## src/hdl/rv_config.svh

```systemverilog
`ifndef RV_CONFIG_SVH
`define RV_CONFIG_SVH

// Datapath widths
`define INSTRUCTION_SIZE 32
`define DATA_SIZE 64
`define IMMEDIATE_SIZE 64
`define REG_ADDR_SIZE 5
`define PC_SIZE 64

// Front end sizing
`define IQ_DEPTH 4
`define RESET_PC 64'h0000_0000_0000_0000

`endif

```

## src/hdl/isa_pkg.sv

```systemverilog
`include "rv_config.svh"

package isa_pkg;

  localparam logic [6:0] OP_LUI    = 7'b0110111;
  localparam logic [6:0] OP_AUIPC  = 7'b0010111;
  localparam logic [6:0] OP_JAL    = 7'b1101111;
  localparam logic [6:0] OP_JALR   = 7'b1100111;
  localparam logic [6:0] OP_BRANCH = 7'b1100011;
  localparam logic [6:0] OP_LOAD   = 7'b0000011;
  localparam logic [6:0] OP_STORE  = 7'b0100011;
  localparam logic [6:0] OP_IMM    = 7'b0010011;
  localparam logic [6:0] OP_IMM32  = 7'b0011011;
  localparam logic [6:0] OP_REG    = 7'b0110011;
  localparam logic [6:0] OP_REG32  = 7'b0111011;
  localparam logic [6:0] OP_SYSTEM = 7'b1110011;

  typedef struct packed {
    logic [6:0] funct7;
    logic [`REG_ADDR_SIZE-1:0] rs2;
    logic [`REG_ADDR_SIZE-1:0] rs1;
    logic [2:0] funct3;
    logic [`REG_ADDR_SIZE-1:0] rd;
    logic [6:0] opcode;
  } r_fmt_t;

  typedef struct packed {
    logic [11:0] imm;
    logic [`REG_ADDR_SIZE-1:0] rs1;
    logic [2:0] funct3;
    logic [`REG_ADDR_SIZE-1:0] rd;
    logic [6:0] opcode;
  } i_fmt_t;

  typedef struct packed {
    logic [6:0] imm_11_5;
    logic [`REG_ADDR_SIZE-1:0] rs2;
    logic [`REG_ADDR_SIZE-1:0] rs1;
    logic [2:0] funct3;
    logic [4:0] imm_4_0;
    logic [6:0] opcode;
  } s_fmt_t;

  typedef struct packed {
    logic imm_12;
    logic [5:0] imm_10_5;
    logic [`REG_ADDR_SIZE-1:0] rs2;
    logic [`REG_ADDR_SIZE-1:0] rs1;
    logic [2:0] funct3;
    logic [3:0] imm_4_1;
    logic imm_11;
    logic [6:0] opcode;
  } b_fmt_t;

  typedef struct packed {
    logic [19:0] imm_31_12;
    logic [`REG_ADDR_SIZE-1:0] rd;
    logic [6:0] opcode;
  } u_fmt_t;

  typedef struct packed {
    logic imm_20;
    logic [9:0] imm_10_1;
    logic imm_11;
    logic [7:0] imm_19_12;
    logic [`REG_ADDR_SIZE-1:0] rd;
    logic [6:0] opcode;
  } j_fmt_t;

  typedef union packed {
    r_fmt_t r;
    i_fmt_t i;
    s_fmt_t s;
    b_fmt_t b;
    u_fmt_t u;
    j_fmt_t j;
  } instr_t;

  // Sign-extended branch offset
  function automatic logic [`IMMEDIATE_SIZE-1:0] b_imm(instr_t w);
    return {{(`IMMEDIATE_SIZE-13){w.b.imm_12}}, w.b.imm_12, w.b.imm_11,
            w.b.imm_10_5, w.b.imm_4_1, 1'b0};
  endfunction

  // Sign-extended jump offset
  function automatic logic [`IMMEDIATE_SIZE-1:0] j_imm(instr_t w);
    return {{(`IMMEDIATE_SIZE-21){w.j.imm_20}}, w.j.imm_20, w.j.imm_19_12,
            w.j.imm_11, w.j.imm_10_1, 1'b0};
  endfunction

endpackage

```

## src/hdl/ctrl_pkg.sv

```systemverilog
package ctrl_pkg;

  // ADD first so a cleared bundle means no operation
  typedef enum logic [5:0] {
    ADD, SUB, SLL, SLT, XOR, SRL, SRA, OR, AND, LUI,
    BEQ, BNE, BLT, BGE, BLTU, BGEU,
    ADDW, SUBW, SLLW, SRLW, SRAW,
    MUL, MULH, MULHSU, MULHU, DIV, DIVU, REM, REMU,
    MULW, DIVW, DIVUW, REMW, REMUW
  } alu_op_t;

  typedef enum logic [3:0] {
    NONE,
    LB, LH, LW, LD, LBU, LHU, LWU,
    SB, SH, SW, SD
  } mem_type_t;

  typedef struct packed {
    logic regwr;
    logic alusrc;             // Immediate as second operand
    logic apc;                // PC as first operand
    logic ucjump;
    logic cjump;
    logic memtoreg;
    logic memwr;
    logic usign;
    logic ecall;
    logic unsupported;
    logic branch_prediction;
    alu_op_t aluop;
    mem_type_t memory_type;
  } control_bits;

endpackage

```

## src/hdl/fetch_unit.sv

```systemverilog
`timescale 1ns/1ps
`include "rv_config.svh"

module fetch_unit (
  input  logic                clk,
  input  logic                rst,
  input  logic                imem_valid,
  input  isa_pkg::instr_t     imem_word,
  input  logic                credit_return,
  output logic                imem_ready,
  output logic                iq_push,
  output logic [`PC_SIZE-1:0] iq_pc,
  output isa_pkg::instr_t     iq_word,
  output logic                iq_pred
);
  import isa_pkg::*;

  localparam int CRD_W = $clog2(`IQ_DEPTH + 1);

  logic [CRD_W-1:0]    credits;
  logic [`PC_SIZE-1:0] pc;
  logic                accept;
  logic                is_jal;
  logic                back_branch;

  assign imem_ready  = !rst && (credits != '0);
  assign accept      = imem_valid && imem_ready;
  assign is_jal      = (imem_word.j.opcode == OP_JAL);
  assign back_branch = (imem_word.b.opcode == OP_BRANCH) && imem_word.b.imm_12;

  // Credit spent at accept, since the push follows one cycle later
  always_ff @(posedge clk) begin
    if (rst)
      credits <= CRD_W'(`IQ_DEPTH);
    else
      credits <= credits - CRD_W'(accept) + CRD_W'(credit_return);
  end

  always_ff @(posedge clk) begin
    if (rst) begin
      pc      <= `RESET_PC;
      iq_push <= 1'b0;
    end else begin
      iq_push <= accept;
      if (accept) begin
        if (is_jal)
          pc <= pc + j_imm(imem_word);
        else if (back_branch)
          pc <= pc + b_imm(imem_word);   // Predicted taken
        else
          pc <= pc + `PC_SIZE'(`INSTRUCTION_SIZE / 8);
      end
    end
  end

  always_ff @(posedge clk) begin
    if (accept) begin
      iq_pc   <= pc;
      iq_word <= imem_word;
      iq_pred <= is_jal || back_branch;
    end
  end

endmodule

```

## src/hdl/inst_queue.sv

```systemverilog
`timescale 1ns/1ps
`include "rv_config.svh"

module inst_queue (
  input  logic                clk,
  input  logic                rst,
  input  logic                push,
  input  logic [`PC_SIZE-1:0] push_pc,
  input  isa_pkg::instr_t     push_word,
  input  logic                push_pred,
  input  logic                pop,
  output logic                head_valid,
  output logic [`PC_SIZE-1:0] head_pc,
  output isa_pkg::instr_t     head_word,
  output logic                head_pred,
  output logic                credit_return
);
  import isa_pkg::*;

  localparam int PTR_W = (`IQ_DEPTH > 1) ? $clog2(`IQ_DEPTH) : 1;
  localparam int CNT_W = $clog2(`IQ_DEPTH + 1);
  localparam logic [PTR_W-1:0] LAST = PTR_W'(`IQ_DEPTH - 1);

  logic [`PC_SIZE-1:0] pc_mem [`IQ_DEPTH];
  instr_t              word_mem [`IQ_DEPTH];
  logic                pred_mem [`IQ_DEPTH];
  logic [PTR_W-1:0]    wr_ptr;
  logic [PTR_W-1:0]    rd_ptr;
  logic [CNT_W-1:0]    count;

  always_ff @(posedge clk) begin
    if (push) begin
      pc_mem[wr_ptr]   <= push_pc;
      word_mem[wr_ptr] <= push_word;
      pred_mem[wr_ptr] <= push_pred;
    end
  end

  // No full check, the sender never pushes without a credit
  always_ff @(posedge clk) begin
    if (rst) begin
      wr_ptr        <= '0;
      rd_ptr        <= '0;
      count         <= '0;
      credit_return <= 1'b0;
    end else begin
      if (push)
        wr_ptr <= (wr_ptr == LAST) ? '0 : wr_ptr + 1'b1;
      if (pop)
        rd_ptr <= (rd_ptr == LAST) ? '0 : rd_ptr + 1'b1;
      count         <= count + CNT_W'(push) - CNT_W'(pop);
      credit_return <= pop;   // One credit per pop
    end
  end

  assign head_valid = (count != '0);
  assign head_pc    = pc_mem[rd_ptr];
  assign head_word  = word_mem[rd_ptr];
  assign head_pred  = pred_mem[rd_ptr];

endmodule

```

## src/hdl/decoder.sv

```systemverilog
`timescale 1ns/1ps
`include "rv_config.svh"

module decoder (
  input  isa_pkg::instr_t             instruction,
  input  logic                        branch_taken,
  output logic [`REG_ADDR_SIZE-1:0]   register_source_1,
  output logic [`REG_ADDR_SIZE-1:0]   register_source_2,
  output logic [`REG_ADDR_SIZE-1:0]   register_destination,
  output logic [`IMMEDIATE_SIZE-1:0]  imm,
  output ctrl_pkg::control_bits       ctrl_bits
);
  import isa_pkg::*;
  import ctrl_pkg::*;

  localparam int WORD_W = `DATA_SIZE / 2;

  logic [`IMMEDIATE_SIZE-1:0] imm_i;
  logic [`IMMEDIATE_SIZE-1:0] imm_iu;
  logic [`IMMEDIATE_SIZE-1:0] imm_s;
  logic [`IMMEDIATE_SIZE-1:0] imm_u;
  logic [`IMMEDIATE_SIZE-1:0] shamt;
  logic [2:0]                 funct3;
  logic                       alt;
  logic                       mext;

  assign register_source_1    = instruction.r.rs1;
  assign register_source_2    = instruction.r.rs2;
  assign register_destination = instruction.r.rd;

  assign funct3 = instruction.r.funct3;
  assign alt    = instruction.r.funct7[5];   // Bit 30
  assign mext   = instruction.r.funct7[0];   // Bit 25, M extension

  assign imm_i  = {{(`IMMEDIATE_SIZE-12){instruction.i.imm[11]}}, instruction.i.imm};
  assign imm_iu = {{(`IMMEDIATE_SIZE-WORD_W){1'b0}},
                   {(WORD_W-12){instruction.i.imm[11]}}, instruction.i.imm};
  assign imm_s  = {{(`IMMEDIATE_SIZE-12){instruction.s.imm_11_5[6]}},
                   instruction.s.imm_11_5, instruction.s.imm_4_0};
  assign imm_u  = {{(`IMMEDIATE_SIZE-32){instruction.u.imm_31_12[19]}},
                   instruction.u.imm_31_12, 12'b0};
  assign shamt  = {{(`IMMEDIATE_SIZE-5){1'b0}}, instruction.i.imm[4:0]};

  always_comb begin
    ctrl_bits = '0;
    imm       = '0;
    case (instruction.r.opcode)
      OP_LUI: begin
        ctrl_bits.regwr  = 1'b1;
        ctrl_bits.alusrc = 1'b1;
        ctrl_bits.aluop  = LUI;
        imm              = imm_u;
      end
      OP_AUIPC: begin
        ctrl_bits.regwr  = 1'b1;
        ctrl_bits.alusrc = 1'b1;
        ctrl_bits.apc    = 1'b1;
        imm              = imm_u;
      end
      OP_JAL: begin
        ctrl_bits.regwr  = 1'b1;
        ctrl_bits.alusrc = 1'b1;
        ctrl_bits.apc    = 1'b1;
        ctrl_bits.ucjump = 1'b1;
        imm              = j_imm(instruction);
      end
      OP_JALR: begin   // Target comes from rs1, imm stays zero
        ctrl_bits.regwr  = 1'b1;
        ctrl_bits.alusrc = 1'b1;
        ctrl_bits.ucjump = 1'b1;
      end
      OP_BRANCH: begin
        ctrl_bits.cjump = 1'b1;
        imm             = b_imm(instruction);
        case (funct3)
          3'b000:  ctrl_bits.aluop = BEQ;
          3'b001:  ctrl_bits.aluop = BNE;
          3'b100:  ctrl_bits.aluop = BLT;
          3'b101:  ctrl_bits.aluop = BGE;
          3'b110:  ctrl_bits.aluop = BLTU;
          3'b111:  ctrl_bits.aluop = BGEU;
          default: ctrl_bits.unsupported = 1'b1;
        endcase
      end
      OP_LOAD: begin
        ctrl_bits.regwr    = 1'b1;
        ctrl_bits.memtoreg = 1'b1;
        ctrl_bits.alusrc   = 1'b1;
        imm                = imm_i;
        case (funct3)
          3'b000:  ctrl_bits.memory_type = LB;
          3'b001:  ctrl_bits.memory_type = LH;
          3'b010:  ctrl_bits.memory_type = LW;
          3'b011:  ctrl_bits.memory_type = LD;
          3'b100:  ctrl_bits.memory_type = LBU;
          3'b101:  ctrl_bits.memory_type = LHU;
          3'b110:  ctrl_bits.memory_type = LWU;
          default: ctrl_bits.unsupported = 1'b1;
        endcase
      end
      OP_STORE: begin
        ctrl_bits.memwr  = 1'b1;
        ctrl_bits.alusrc = 1'b1;
        imm              = imm_s;
        case (funct3)
          3'b000:  ctrl_bits.memory_type = SB;
          3'b001:  ctrl_bits.memory_type = SH;
          3'b010:  ctrl_bits.memory_type = SW;
          3'b011:  ctrl_bits.memory_type = SD;
          default: ctrl_bits.unsupported = 1'b1;
        endcase
      end
      OP_IMM: begin
        ctrl_bits.regwr  = 1'b1;
        ctrl_bits.alusrc = 1'b1;
        imm              = imm_i;
        case (funct3)
          3'b000: ctrl_bits.aluop = ADD;
          3'b001: begin
            ctrl_bits.aluop = SLL;
            imm             = shamt;
          end
          3'b010: ctrl_bits.aluop = SLT;
          3'b011: begin   // SLTIU
            ctrl_bits.aluop = SLT;
            imm             = imm_iu;
          end
          3'b100: ctrl_bits.aluop = XOR;
          3'b101: begin
            ctrl_bits.aluop = alt ? SRA : SRL;
            imm             = shamt;
          end
          3'b110: ctrl_bits.aluop = OR;
          default: ctrl_bits.aluop = AND;
        endcase
      end
      OP_IMM32: begin
        ctrl_bits.regwr  = 1'b1;
        ctrl_bits.alusrc = 1'b1;
        imm              = imm_i;
        case (funct3)
          3'b000: ctrl_bits.aluop = ADDW;
          3'b001: begin
            ctrl_bits.aluop = SLLW;
            imm             = shamt;
          end
          3'b101: begin
            ctrl_bits.aluop = alt ? SRAW : SRLW;
            imm             = shamt;
          end
          default: ctrl_bits.unsupported = 1'b1;
        endcase
      end
      OP_REG: begin
        ctrl_bits.regwr = 1'b1;
        case (funct3)
          3'b000:  ctrl_bits.aluop = mext ? MUL : (alt ? SUB : ADD);
          3'b001:  ctrl_bits.aluop = mext ? MULH : SLL;
          3'b010:  ctrl_bits.aluop = mext ? MULHSU : SLT;
          3'b011:  ctrl_bits.aluop = mext ? MULHU : SLT;
          3'b100:  ctrl_bits.aluop = mext ? DIV : XOR;
          3'b101:  ctrl_bits.aluop = mext ? DIVU : (alt ? SRA : SRL);
          3'b110:  ctrl_bits.aluop = mext ? REM : OR;
          default: ctrl_bits.aluop = mext ? REMU : AND;
        endcase
      end
      OP_REG32: begin
        ctrl_bits.regwr = 1'b1;
        case (funct3)
          3'b000:  ctrl_bits.aluop = mext ? MULW : (alt ? SUBW : ADDW);
          3'b001:  ctrl_bits.aluop = SLLW;
          3'b100:  ctrl_bits.aluop = DIVW;
          3'b101:  ctrl_bits.aluop = mext ? DIVUW : (alt ? SRAW : SRLW);
          3'b110:  ctrl_bits.aluop = REMW;
          3'b111:  ctrl_bits.aluop = REMUW;
          default: ctrl_bits.unsupported = 1'b1;
        endcase
      end
      OP_SYSTEM: begin   // Only the bare ECALL word
        ctrl_bits.ecall       = ({instruction.u.imm_31_12, instruction.u.rd} == '0);
        ctrl_bits.unsupported = !ctrl_bits.ecall;
      end
      default: ctrl_bits.unsupported = 1'b1;
    endcase
    // SLTU and SLTIU share SLT, told apart by funct3
    ctrl_bits.usign = (ctrl_bits.aluop inside {BLTU, BGEU, MULHSU, MULHU, REMU, DIVUW, REMUW})
                   || (ctrl_bits.memory_type inside {LBU, LHU, LWU})
                   || (ctrl_bits.aluop == SLT && funct3 == 3'b011);
    ctrl_bits.branch_prediction = branch_taken;
  end

endmodule

```

## src/hdl/decode_stage.sv

```systemverilog
`timescale 1ns/1ps
`include "rv_config.svh"

module decode_stage (
  input  logic                       clk,
  input  logic                       rst,
  input  logic                       head_valid,
  input  logic [`PC_SIZE-1:0]        head_pc,
  input  isa_pkg::instr_t            head_word,
  input  logic                       head_pred,
  input  logic                       out_ready,
  output logic                       pop,
  output logic                       out_valid,
  output logic [`PC_SIZE-1:0]        out_pc,
  output logic [`REG_ADDR_SIZE-1:0]  rs1,
  output logic [`REG_ADDR_SIZE-1:0]  rs2,
  output logic [`REG_ADDR_SIZE-1:0]  rd,
  output logic [`IMMEDIATE_SIZE-1:0] imm,
  output ctrl_pkg::control_bits      ctrl
);
  import ctrl_pkg::*;

  logic [`REG_ADDR_SIZE-1:0]  dec_rs1;
  logic [`REG_ADDR_SIZE-1:0]  dec_rs2;
  logic [`REG_ADDR_SIZE-1:0]  dec_rd;
  logic [`IMMEDIATE_SIZE-1:0] dec_imm;
  control_bits                dec_ctrl;

  // Output register empty or draining this cycle
  assign pop = head_valid && (!out_valid || out_ready);

  decoder dec_i (
    .instruction          (head_word),
    .branch_taken         (head_pred),
    .register_source_1    (dec_rs1),
    .register_source_2    (dec_rs2),
    .register_destination (dec_rd),
    .imm                  (dec_imm),
    .ctrl_bits            (dec_ctrl)
  );

  always_ff @(posedge clk) begin
    if (rst)
      out_valid <= 1'b0;
    else if (pop)
      out_valid <= 1'b1;
    else if (out_ready)
      out_valid <= 1'b0;
  end

  always_ff @(posedge clk) begin
    if (pop) begin
      out_pc <= head_pc;
      rs1    <= dec_rs1;
      rs2    <= dec_rs2;
      rd     <= dec_rd;
      imm    <= dec_imm;
      ctrl   <= dec_ctrl;
    end
  end

endmodule

```

## src/hdl/frontend_top.sv

```systemverilog
`timescale 1ns/1ps
`include "rv_config.svh"

module frontend_top (
  input  logic                       clk,
  input  logic                       rst,
  input  logic                       imem_valid,
  input  isa_pkg::instr_t            imem_word,
  output logic                       imem_ready,
  input  logic                       out_ready,
  output logic                       out_valid,
  output logic [`PC_SIZE-1:0]        out_pc,
  output logic [`REG_ADDR_SIZE-1:0]  rs1,
  output logic [`REG_ADDR_SIZE-1:0]  rs2,
  output logic [`REG_ADDR_SIZE-1:0]  rd,
  output logic [`IMMEDIATE_SIZE-1:0] imm,
  output ctrl_pkg::control_bits      ctrl
);
  import isa_pkg::*;

  logic                iq_push;
  logic [`PC_SIZE-1:0] iq_pc;
  instr_t              iq_word;
  logic                iq_pred;
  logic                credit_return;
  logic                iq_valid;
  logic [`PC_SIZE-1:0] head_pc;
  instr_t              head_word;
  logic                head_pred;
  logic                iq_pop;

  fetch_unit fetch_i (
    .clk           (clk),
    .rst           (rst),
    .imem_valid    (imem_valid),
    .imem_word     (imem_word),
    .credit_return (credit_return),
    .imem_ready    (imem_ready),
    .iq_push       (iq_push),
    .iq_pc         (iq_pc),
    .iq_word       (iq_word),
    .iq_pred       (iq_pred)
  );

  inst_queue queue_i (
    .clk           (clk),
    .rst           (rst),
    .push          (iq_push),
    .push_pc       (iq_pc),
    .push_word     (iq_word),
    .push_pred     (iq_pred),
    .pop           (iq_pop),
    .head_valid    (iq_valid),
    .head_pc       (head_pc),
    .head_word     (head_word),
    .head_pred     (head_pred),
    .credit_return (credit_return)
  );

  decode_stage decode_i (
    .clk        (clk),
    .rst        (rst),
    .head_valid (iq_valid),
    .head_pc    (head_pc),
    .head_word  (head_word),
    .head_pred  (head_pred),
    .out_ready  (out_ready),
    .pop        (iq_pop),
    .out_valid  (out_valid),
    .out_pc     (out_pc),
    .rs1        (rs1),
    .rs2        (rs2),
    .rd         (rd),
    .imm        (imm),
    .ctrl       (ctrl)
  );

endmodule

```

## config.mk

```make
export PLATFORM = sky130hd
export DESIGN_NAME = frontend_top
export DESIGN_NICKNAME = d
export VERILOG_FILES = /design/src/hdl/isa_pkg.sv /design/src/hdl/ctrl_pkg.sv /design/src/hdl/fetch_unit.sv /design/src/hdl/inst_queue.sv /design/src/hdl/decoder.sv /design/src/hdl/decode_stage.sv /design/src/hdl/frontend_top.sv
export VERILOG_INCLUDE_DIRS = /design/src /design/src/hdl
export SDC_FILE = /design/constraint.sdc
export NUM_CORES = 1
export LEC_CHECK = 0
export BUFFER_PORTS_ARGS = -buffer_cell sky130_fd_sc_hd__buf_2
export CORE_MARGIN = 10
export CORE_UTILIZATION = 35
export DETAILED_ROUTE_END_ITERATION = 16
export PLACE_DENSITY = 0.63
export SLEW_MARGIN = 0
export SYNTH_ARGS = -nofsm -noshare
export SYNTH_HDL_FRONTEND = slang
export SYNTH_SLANG_ARGS = --single-unit
```

## constraint.sdc

```tcl
create_clock -name clk -period 23.9 [get_ports clk]
set_input_delay 2.39 -clock clk [delete_from_list [all_inputs] [get_ports clk]]
set_output_delay 2.39 -clock clk [all_outputs]
set_load 0.005 [all_outputs]
```

=== Word-level counts from Yosys, hierarchy flattened ===
Memories as Yosys holds them, arrays and structs flattened. A register that Yosys moved wholly into a read port is not among the register bits.
Index checks and enable logic that the tools add are counted.

* Flip-flop bits (word level): 273
* Bits in writable memories: 388
* Input port bits: 36
* Memories: 3

* Add/subtract/negate cells: 9
* Equal/unequal tests: 34
* Mux-type cells: 48
* Reductions and logical operators: 32

{| class="wikitable"
|+ Memories
! memory !! words !! bits a word !! rd ports !! clocked after memory_dff !! wr ports !! RTL line !! text
|-
| queue_i.pc_mem || 4 || 64 || 1 || 1 || 1 || inst_queue.sv:24 || <nowiki>logic [`PC_SIZE-1:0] pc_mem [`IQ_DEPTH];</nowiki>
|-
| queue_i.word_mem || 4 || 32 || 1 || 1 || 1 || inst_queue.sv:25 || <nowiki>instr_t word_mem [`IQ_DEPTH];</nowiki>
|-
| queue_i.pred_mem || 4 || 1 || 1 || 1 || 1 || inst_queue.sv:26 || <nowiki>logic pred_mem [`IQ_DEPTH];</nowiki>
|}

{| class="wikitable"
|+ Operators with widths
! cell !! number
|-
| one-hot mux 64 bit (7 select lines) || 1
|-
| 2-to-1 mux 64 bit || 3
|-
| adder 64 bit || 2
|-
| one-hot mux 64 bit (2 select lines) || 1
|-
| one-hot mux 6 bit (6 select lines) || 3
|-
| adder 64 x 3 -> 64 bit, second input constant || 1
|-
| equality test 7 bit, second input constant || 6
|-
| one-hot mux 6 bit (7 select lines) || 1
|-
| 2-to-1 mux 5 bit || 7
|-
| equality test 7 x 6 -> 1 bit, second input constant || 4
|-
| logical NOT 25 bit || 1
|-
| equality test 6 x 5 -> 1 bit, second input constant || 4
|-
| one-hot mux 4 bit (6 select lines) || 1
|-
| equality test 7 x 5 -> 1 bit, second input constant || 3
|-
| one-hot mux 3 bit (7 select lines) || 1
|-
| 2-to-1 mux 1 bit || 17
|-
| one-hot mux 4 bit (4 select lines) || 1
|-
| one-hot mux 5 bit (3 select lines) || 1
|-
| equality test 3 bit, second input constant || 4
|-
| equality test 4 x 3 -> 1 bit, second input constant || 3
|-
| equality test 6 x 4 -> 1 bit, second input constant || 2
|-
| OR reduction 2 bit || 6
|-
| OR reduction 6 bit || 2
|-
| 2-to-1 mux 2 bit || 5
|-
| other kinds (26) || 43
|}

=== Logic depth before layout (Yosys ltp) ===
* Word-level depth: 8
* Mapped depth: 17
* Depth with buffers taken out: 13

=== Hierarchy ===
Synthesis repeated with hierarchy kept, for this count alone.

* Cell total of the unflattened synthesis: 2631
* Area total of the unflattened synthesis: 34383.0 µm²

{| class="wikitable"
|+ Modules (own cells, without submodules)
! module !! instances !! cells an instance !! area each (µm²) !! sequential area each (µm²)
|-
| inst_queue || 1 || 550 || 14452.6 || 11851.4
|-
| fetch_unit || 1 || 1658 || 13320.3 || 4224.1
|-
| decode_stage || 1 || 169 || 4979.8 || 4944.7
|-
| decoder || 1 || 254 || 1630.3 || 0.0
|}

=== Worst setup path before layout ===
OpenSTA, ideal clock, no wires.

* Kind: input port to flip-flop
* From: input port out_ready
* To: register queue_i.count[2]
* Arrival time: 10.998 ns
* Required time: 23.772 ns
* Slack: 12.774 ns
* Stages on the path: 10
* Buffers on the path: 0
* Cells stage by stage: inv_1 a21oi_1 ha_1 inv_1 ha_1 inv_1 fa_1 xor2_1 xnor2_1 nor2_1

* Cells in the longest elaborated chain, start to end: 3

{| class="wikitable"
|+ RTL lines
! what !! RTL line !! text
|-
| start: declaration || frontend_top.sv:10 || <nowiki>input logic out_ready,</nowiki>
|-
| logical OR 1 bit || decode_stage.sv:30 || <nowiki>assign pop = head_valid && (!out_valid || out_ready);</nowiki>
|-
| logical AND 1 bit || decode_stage.sv:30 ||
|-
| via decode_i.pop || decode_stage.sv:12 || <nowiki>output logic pop,</nowiki>
|-
| subtractor 3 x 1 -> 3 bit || inst_queue.sv:51 || <nowiki>count <= count + CNT_W'(push) - CNT_W'(pop);</nowiki>
|-
| end signal: assignment || inst_queue.sv:51 ||
|-
| end: declaration || inst_queue.sv:29 || <nowiki>logic [CNT_W-1:0] count;</nowiki>
|}

The timed path passes the listed nets, and every way through them passes these cells.
A chain may end at the register's enable or synchronous reset.

=== Worst setup path after layout ===
* From: input port imem_word[31] (netlist bit)
* To: register fetch_i.pc[46]

* Cells in the longest elaborated chain, start to end: 3
* Elaborated cells on any way between the ends: 5
* Those cells by class: add/sub: 2; mux: 2; reduce/logical: 1

{| class="wikitable"
|+ RTL lines
! what !! RTL line !! text
|-
| start: declaration || frontend_top.sv:8 || <nowiki>input isa_pkg::instr_t imem_word,</nowiki>
|-
| adder 64 bit or logical AND 1 bit (tied branches) || fetch_unit.sv:49, fetch_unit.sv:29 ||
|-
| 2-to-1 mux 64 bit || fetch_unit.sv:48 || <nowiki>else if (back_branch)</nowiki>
|-
| 2-to-1 mux 64 bit (*) || fetch_unit.sv:46 || <nowiki>if (is_jal)</nowiki>
|-
| end signal: assignment || fetch_unit.sv:47 || <nowiki>pc <= pc + j_imm(imem_word);</nowiki>
|-
| end signal: assignment || fetch_unit.sv:49 || <nowiki>pc <= pc + b_imm(imem_word);</nowiki>
|-
| end signal: assignment || fetch_unit.sv:51 || <nowiki>pc <= pc + `PC_SIZE'(`INSTRUCTION_SIZE / 8);</nowiki>
|-
| end: declaration || fetch_unit.sv:21 || <nowiki>logic [`PC_SIZE-1:0] pc;</nowiki>
|}

Every way passes the cells marked *; elsewhere a longest branch is shown, timed or not.

==> metrics.txt <==
# TYPE chip_impl_metric gauge
chip_impl_metric{name="critical_path_arrival",unit="ns"} 6.65
chip_impl_metric{name="ant_nets",unit=""} 0
chip_impl_metric{name="synth_edf_count",unit=""} 612
chip_impl_metric{name="synth.avg_cell_area",unit="µm²"} 12.91
chip_impl_metric{name="post-route-drc-count",unit=""} 0
chip_impl_info{name="mostFrequentLayoutCell",value="sky130_fd_sc_hd__edfxtp_1"} 1
chip_impl_metric{name="power-per-cell-area",unit="nW/µm²"} 98.47
chip_impl_metric{name="drt-initial-drc-count",unit=""} 2014
chip_impl_metric{name="via_count",unit=""} 22030
chip_impl_metric{name="finalSetupViolations",unit=""} 0
chip_impl_metric{name="post-route-min-period",unit="ns"} 6.124
chip_impl_info{name="outcome",value="complete, no violations"} 1
chip_impl_metric{name="timing.clock.skew",unit="ns"} 0.03286
chip_impl_metric{name="post_synthesis_cell_type_count",unit=""} 92
chip_impl_metric{name="synth-seq-cells",unit=""} 690
chip_impl_metric{name="timing.critical_path.slowest_cell_delay",unit="ns"} 0.74
chip_impl_metric{name="top_area_cell_type_share_of_the_netlist_area",unit="%"} 56.13
chip_impl_metric{name="place_hpwl",unit="mm"} 62.69
chip_impl_info{name="synth-main-ff-cell",value="sky130_fd_sc_hd__edfxtp_1"} 1
chip_impl_metric{name="whs_path_depth",unit=""} 0
chip_impl_metric{name="cp.required",unit="ns"} 24.43
chip_impl_metric{name="finalSetupTns",unit="ns"} 0
chip_impl_info{name="min_from",value="fetch_i.iq_word[2]"} 1
chip_impl_metric{name="placementRows",unit=""} 112
chip_impl_metric{name="cts_num_sinks",unit=""} 690
chip_impl_metric{name="synthToLayoutAreaGrowth",unit="%"} 13.38
chip_impl_metric{name="grt.total_usage",unit="%"} 16.44
chip_impl_metric{name="async_flop_share",unit="%"} 0
chip_impl_metric{name="netlist_instances",unit=""} 2537
chip_impl_info{name="ys_top_cells_by_area",value="sky130_fd_sc_hd__edfxtp_1 (56%), sky130_fd_sc_hd__mux4_2 (6.5%), sky130_fd_sc_hd__dfxtp_1 (4.8%)"} 1
chip_impl_metric{name="worstPathBufferInverterCount",unit=""} 2
chip_impl_info{name="clk_root_buf",value="sky130_fd_sc_hd__clkbuf_16"} 1
chip_impl_info{name="holdCritPathClass",value="reg -> reg"} 1
chip_impl_metric{name="routed_wl",unit="mm"} 89.72
chip_impl_metric{name="layout_cells_sized_above_1",unit="%"} 17.41
chip_impl_info{name="cp_cell_sequence",value="buf_2, buf_4, ha_1, a21oi_1, o21ai_0, a221oi_1, o21ai_0, a21oi_1, nor3_1, a221o_1, o22a_1"} 1
chip_impl_metric{name="path_max_fanout",unit=""} 55
chip_impl_info{name="layout_common_cells",value="sky130_fd_sc_hd__edfxtp_1 (612), sky130_fd_sc_hd__nand2_1 (210), sky130_fd_sc_hd__buf_2 (200)"} 1
chip_impl_metric{name="worst-r2r-setup-slack",unit="ns"} 19.56
chip_impl_metric{name="yosysSeqAreaShare",unit="%"} 60.90
chip_impl_metric{name="coreArea",unit="µm²"} 93050
chip_impl_metric{name="cts.clk_slew.worst_paths",unit="ns"} 0.06
chip_impl_metric{name="cap_violations",unit=""} 0
chip_impl_metric{name="postSynthNetCount",unit=""} 2667
chip_impl_metric{name="hold_viol",unit=""} 0
chip_impl_metric{name="max_slew_margin_vs_limit",unit="%"} 13.93
chip_impl_metric{name="post_cts_hold_buffer_count",unit=""} 0
chip_impl_info{name="endpoint_of_the_worst_register_to_register_path",value="fetch_i.pc[59]"} 1
chip_impl_metric{name="cts.htree.levels",unit=""} 3
chip_impl_metric{name="viasPerCell",unit=""} 5.515
chip_impl_metric{name="starting_utilization_of_the_core_area",unit="%"} 35.19
chip_impl_info{name="critical-path-slowest-cell",value="sky130_fd_sc_hd__a221oi_1"} 1
chip_impl_info{name="critPathTopFamily",value="compound AO/OA/AOI/OAI gates"} 1
chip_impl_metric{name="grt_start_max_net_pins",unit=""} 72
chip_impl_metric{name="chipWidth",unit="µm"} 325.9
chip_impl_metric{name="yosysWarningCount",unit=""} 0
chip_impl_info{name="synth.largest_area_cell",value="sky130_fd_sc_hd__edfxtp_1"} 1
chip_impl_metric{name="worst_skew_pair.late_latency",unit="ns"} 0.64
chip_impl_metric{name="number_of_nets_at_the_end_of_the_flow",unit=""} 2817
chip_impl_info{name="capturing_element_type_of_the_critical_path",value="register"} 1
chip_impl_metric{name="gpl.final_weighted_congestion",unit=""} 0.9861
chip_impl_metric{name="worst_slew_pin_slew",unit="ns"} 1.281
chip_impl_info{name="tritoncts",value="yes"} 1
chip_impl_metric{name="ctsLongestPathBuffers",unit=""} 3
chip_impl_metric{name="post_cts_resize_count",unit=""} 0
chip_impl_info{name="r2r-start",value="fetch_i.pc[8]"} 1
chip_impl_info{name="cp-start-kind",value="input pin"} 1
chip_impl_metric{name="port-buffer-count",unit=""} 200
chip_impl_metric{name="post-route-period-util",unit="%"} 25.62
chip_impl_metric{name="dieHeight",unit="µm"} 325.9
chip_impl_metric{name="p_total",unit="W"} 0.003655
chip_impl_metric{name="worstRegToRegCells",unit=""} 11
chip_impl_metric{name="numCtsBuffers",unit=""} 70
chip_impl_info{name="rsz0062_at_grt",value="false"} 1
chip_impl_metric{name="max-vdd-ir-drop",unit="µV"} 52.21
chip_impl_info{name="worstHoldEndpoint",value="queue_i.word_mem[0][2]"} 1
chip_impl_metric{name="overflow",unit=""} 0
chip_impl_metric{name="timing_max_transition_violations_final",unit=""} 0
chip_impl_metric{name="drt_pass1_iterations",unit=""} 5
chip_impl_metric{name="grt_pass1_vias",unit=""} 21500
chip_impl_metric{name="first_pass_grt_wire_length",unit="mm"} 136.1
chip_impl_metric{name="boundaryPins",unit=""} 202
chip_impl_metric{name="antenna_found_initial",unit=""} 8
chip_impl_metric{name="cts.repair_timing.setup_buffer_count",unit=""} 0
chip_impl_metric{name="power.leakage",unit="nW"} 13.05
chip_impl_info{name="path_class",value="in -> reg"} 1
chip_impl_metric{name="max_freq",unit="GHz"} 0.1633
chip_impl_metric{name="detail_route.wl_per_cell",unit="µm"} 22.46
chip_impl_metric{name="netlist_area",unit="µm²"} 32740
chip_impl_metric{name="fp.dieArea",unit="µm²"} 106200
-- report_power, final --
part | internal [W] | leakage (nW) | switching, W
clock | 0.000615 | 1.09 | 0.000461
combinational | 0.000364 | 5.61 | 0.000541
sequential | 0.00157 | 6.35 | 0.000105
total | 0.00255 | 13.0 | 0.00111
-- metrics by stage --
stage               utilization (%)  worst slack [ns]  hold slack (ns)  cells  cell area, µm²
finish                        39.89             17.78           0.4725   3995           37120
global route                  39.89             17.63           0.4845   3994           37120
CTS                           39.89             17.99           0.4761   3994           37120
detailed placement            37.46             17.34           0.4799   3869           34860
global placement              37.46             17.39           0.4755   3869           34860
floorplan                         -             12.77           0.4323   2537           32740
-- cell usage after synthesis (all sizes together), types with 18 or more instances --
master    n
edfxtp  612
a21o     48
a211oi   26
nand3    50
mux4     95
buf      54
nand2b   18
and2     23
nor2    163
and3     28
a31oi    22
nand2   213
inv      58
nand4    42
o21ai   173
dfxtp    78
nor3     48
a21oi   174
o21a     25
clkbuf   96
o21bai   27
o211ai   27
ha       90
xnor2    46
xor2     48
-- sequential cells by signal, indices dropped and copies added, names as in the netlist, 5 cells and up, named ones only --
| register | count |
|---|---|
| fetch_i.iq_pc | 63 |
| decode_i.rs1 | 5 |
| queue_i.pc_mem | 252 |
| decode_i.out_pc | 63 |
| fetch_i.iq_word | 32 |
| decode_i.rd | 5 |
| decode_i.imm | 33 |
| queue_i.word_mem | 128 |
| fetch_i.pc | 63 |
| decode_i.rs2 | 5 |
| decode_i.ctrl | 21 |
-- how the worst max path moves through the flow --
stage                  startpoint          endpoint  slack, ns  cells after the start
floorplan               out_ready  queue_i.count[2]      12.77                     10
global placement    imem_word[31]    fetch_i.pc[57]      17.39                     13
detailed placement  imem_word[31]    fetch_i.pc[57]      17.34                     13
CTS                 imem_word[31]    fetch_i.pc[57]      17.99                     13
global route        imem_word[31]    fetch_i.pc[46]      17.63                     11
finish              imem_word[31]    fetch_i.pc[46]      17.78                     11
-- layout make-up --
class / count / area [µm²]
Tap cell: 1254 / 1569
Multi-Input combinational cell: 1639 / 11910
Clock buffer: 86 / 1863
Fill cell: 8781 / 55930
Sequential cell: 690 / 19950
Clock inverter: 39 / 394.1
Timing Repair Buffer: 228 / 1211
Inverter: 58 / 220.2
Antenna cell: 1 / 2.502
-- logic make-up (layout without fill, tap and decap cells) --
logic type | Yosys count | after routing | share of synthesized area [%]
adder cells (fa/ha/maj) | 94 | 94 | 3.684
multiplexers | 104 | 104 | 6.829
AND/OR/NAND/NOR | 674 | 674 | 10.04
other | 1 | 2 | 0.01145
flip-flops | 690 | 690 | 60.90
XOR/XNOR | 94 | 94 | 2.515
AO/OA/AOI/OAI | 672 | 672 | 13.22
buffers and inverters | 208 | 411 | 2.805
-- routing by layer --
| layer | part of all wire [%] | wire length [µm] | global-route usage (%) |
|---|---|---|---|
| met1 | 43 | 38980 | 22.45 |
| met2 | 47 | 41880 | 26.41 |
| met3 | 7.1 | 6379 | 2.781 |
| met4 | 2.7 | 2438 | 5.422 |
| met5 | 0.038 | 34 | 0 |
No activity file was read; power rests on OpenSTA's default activity.
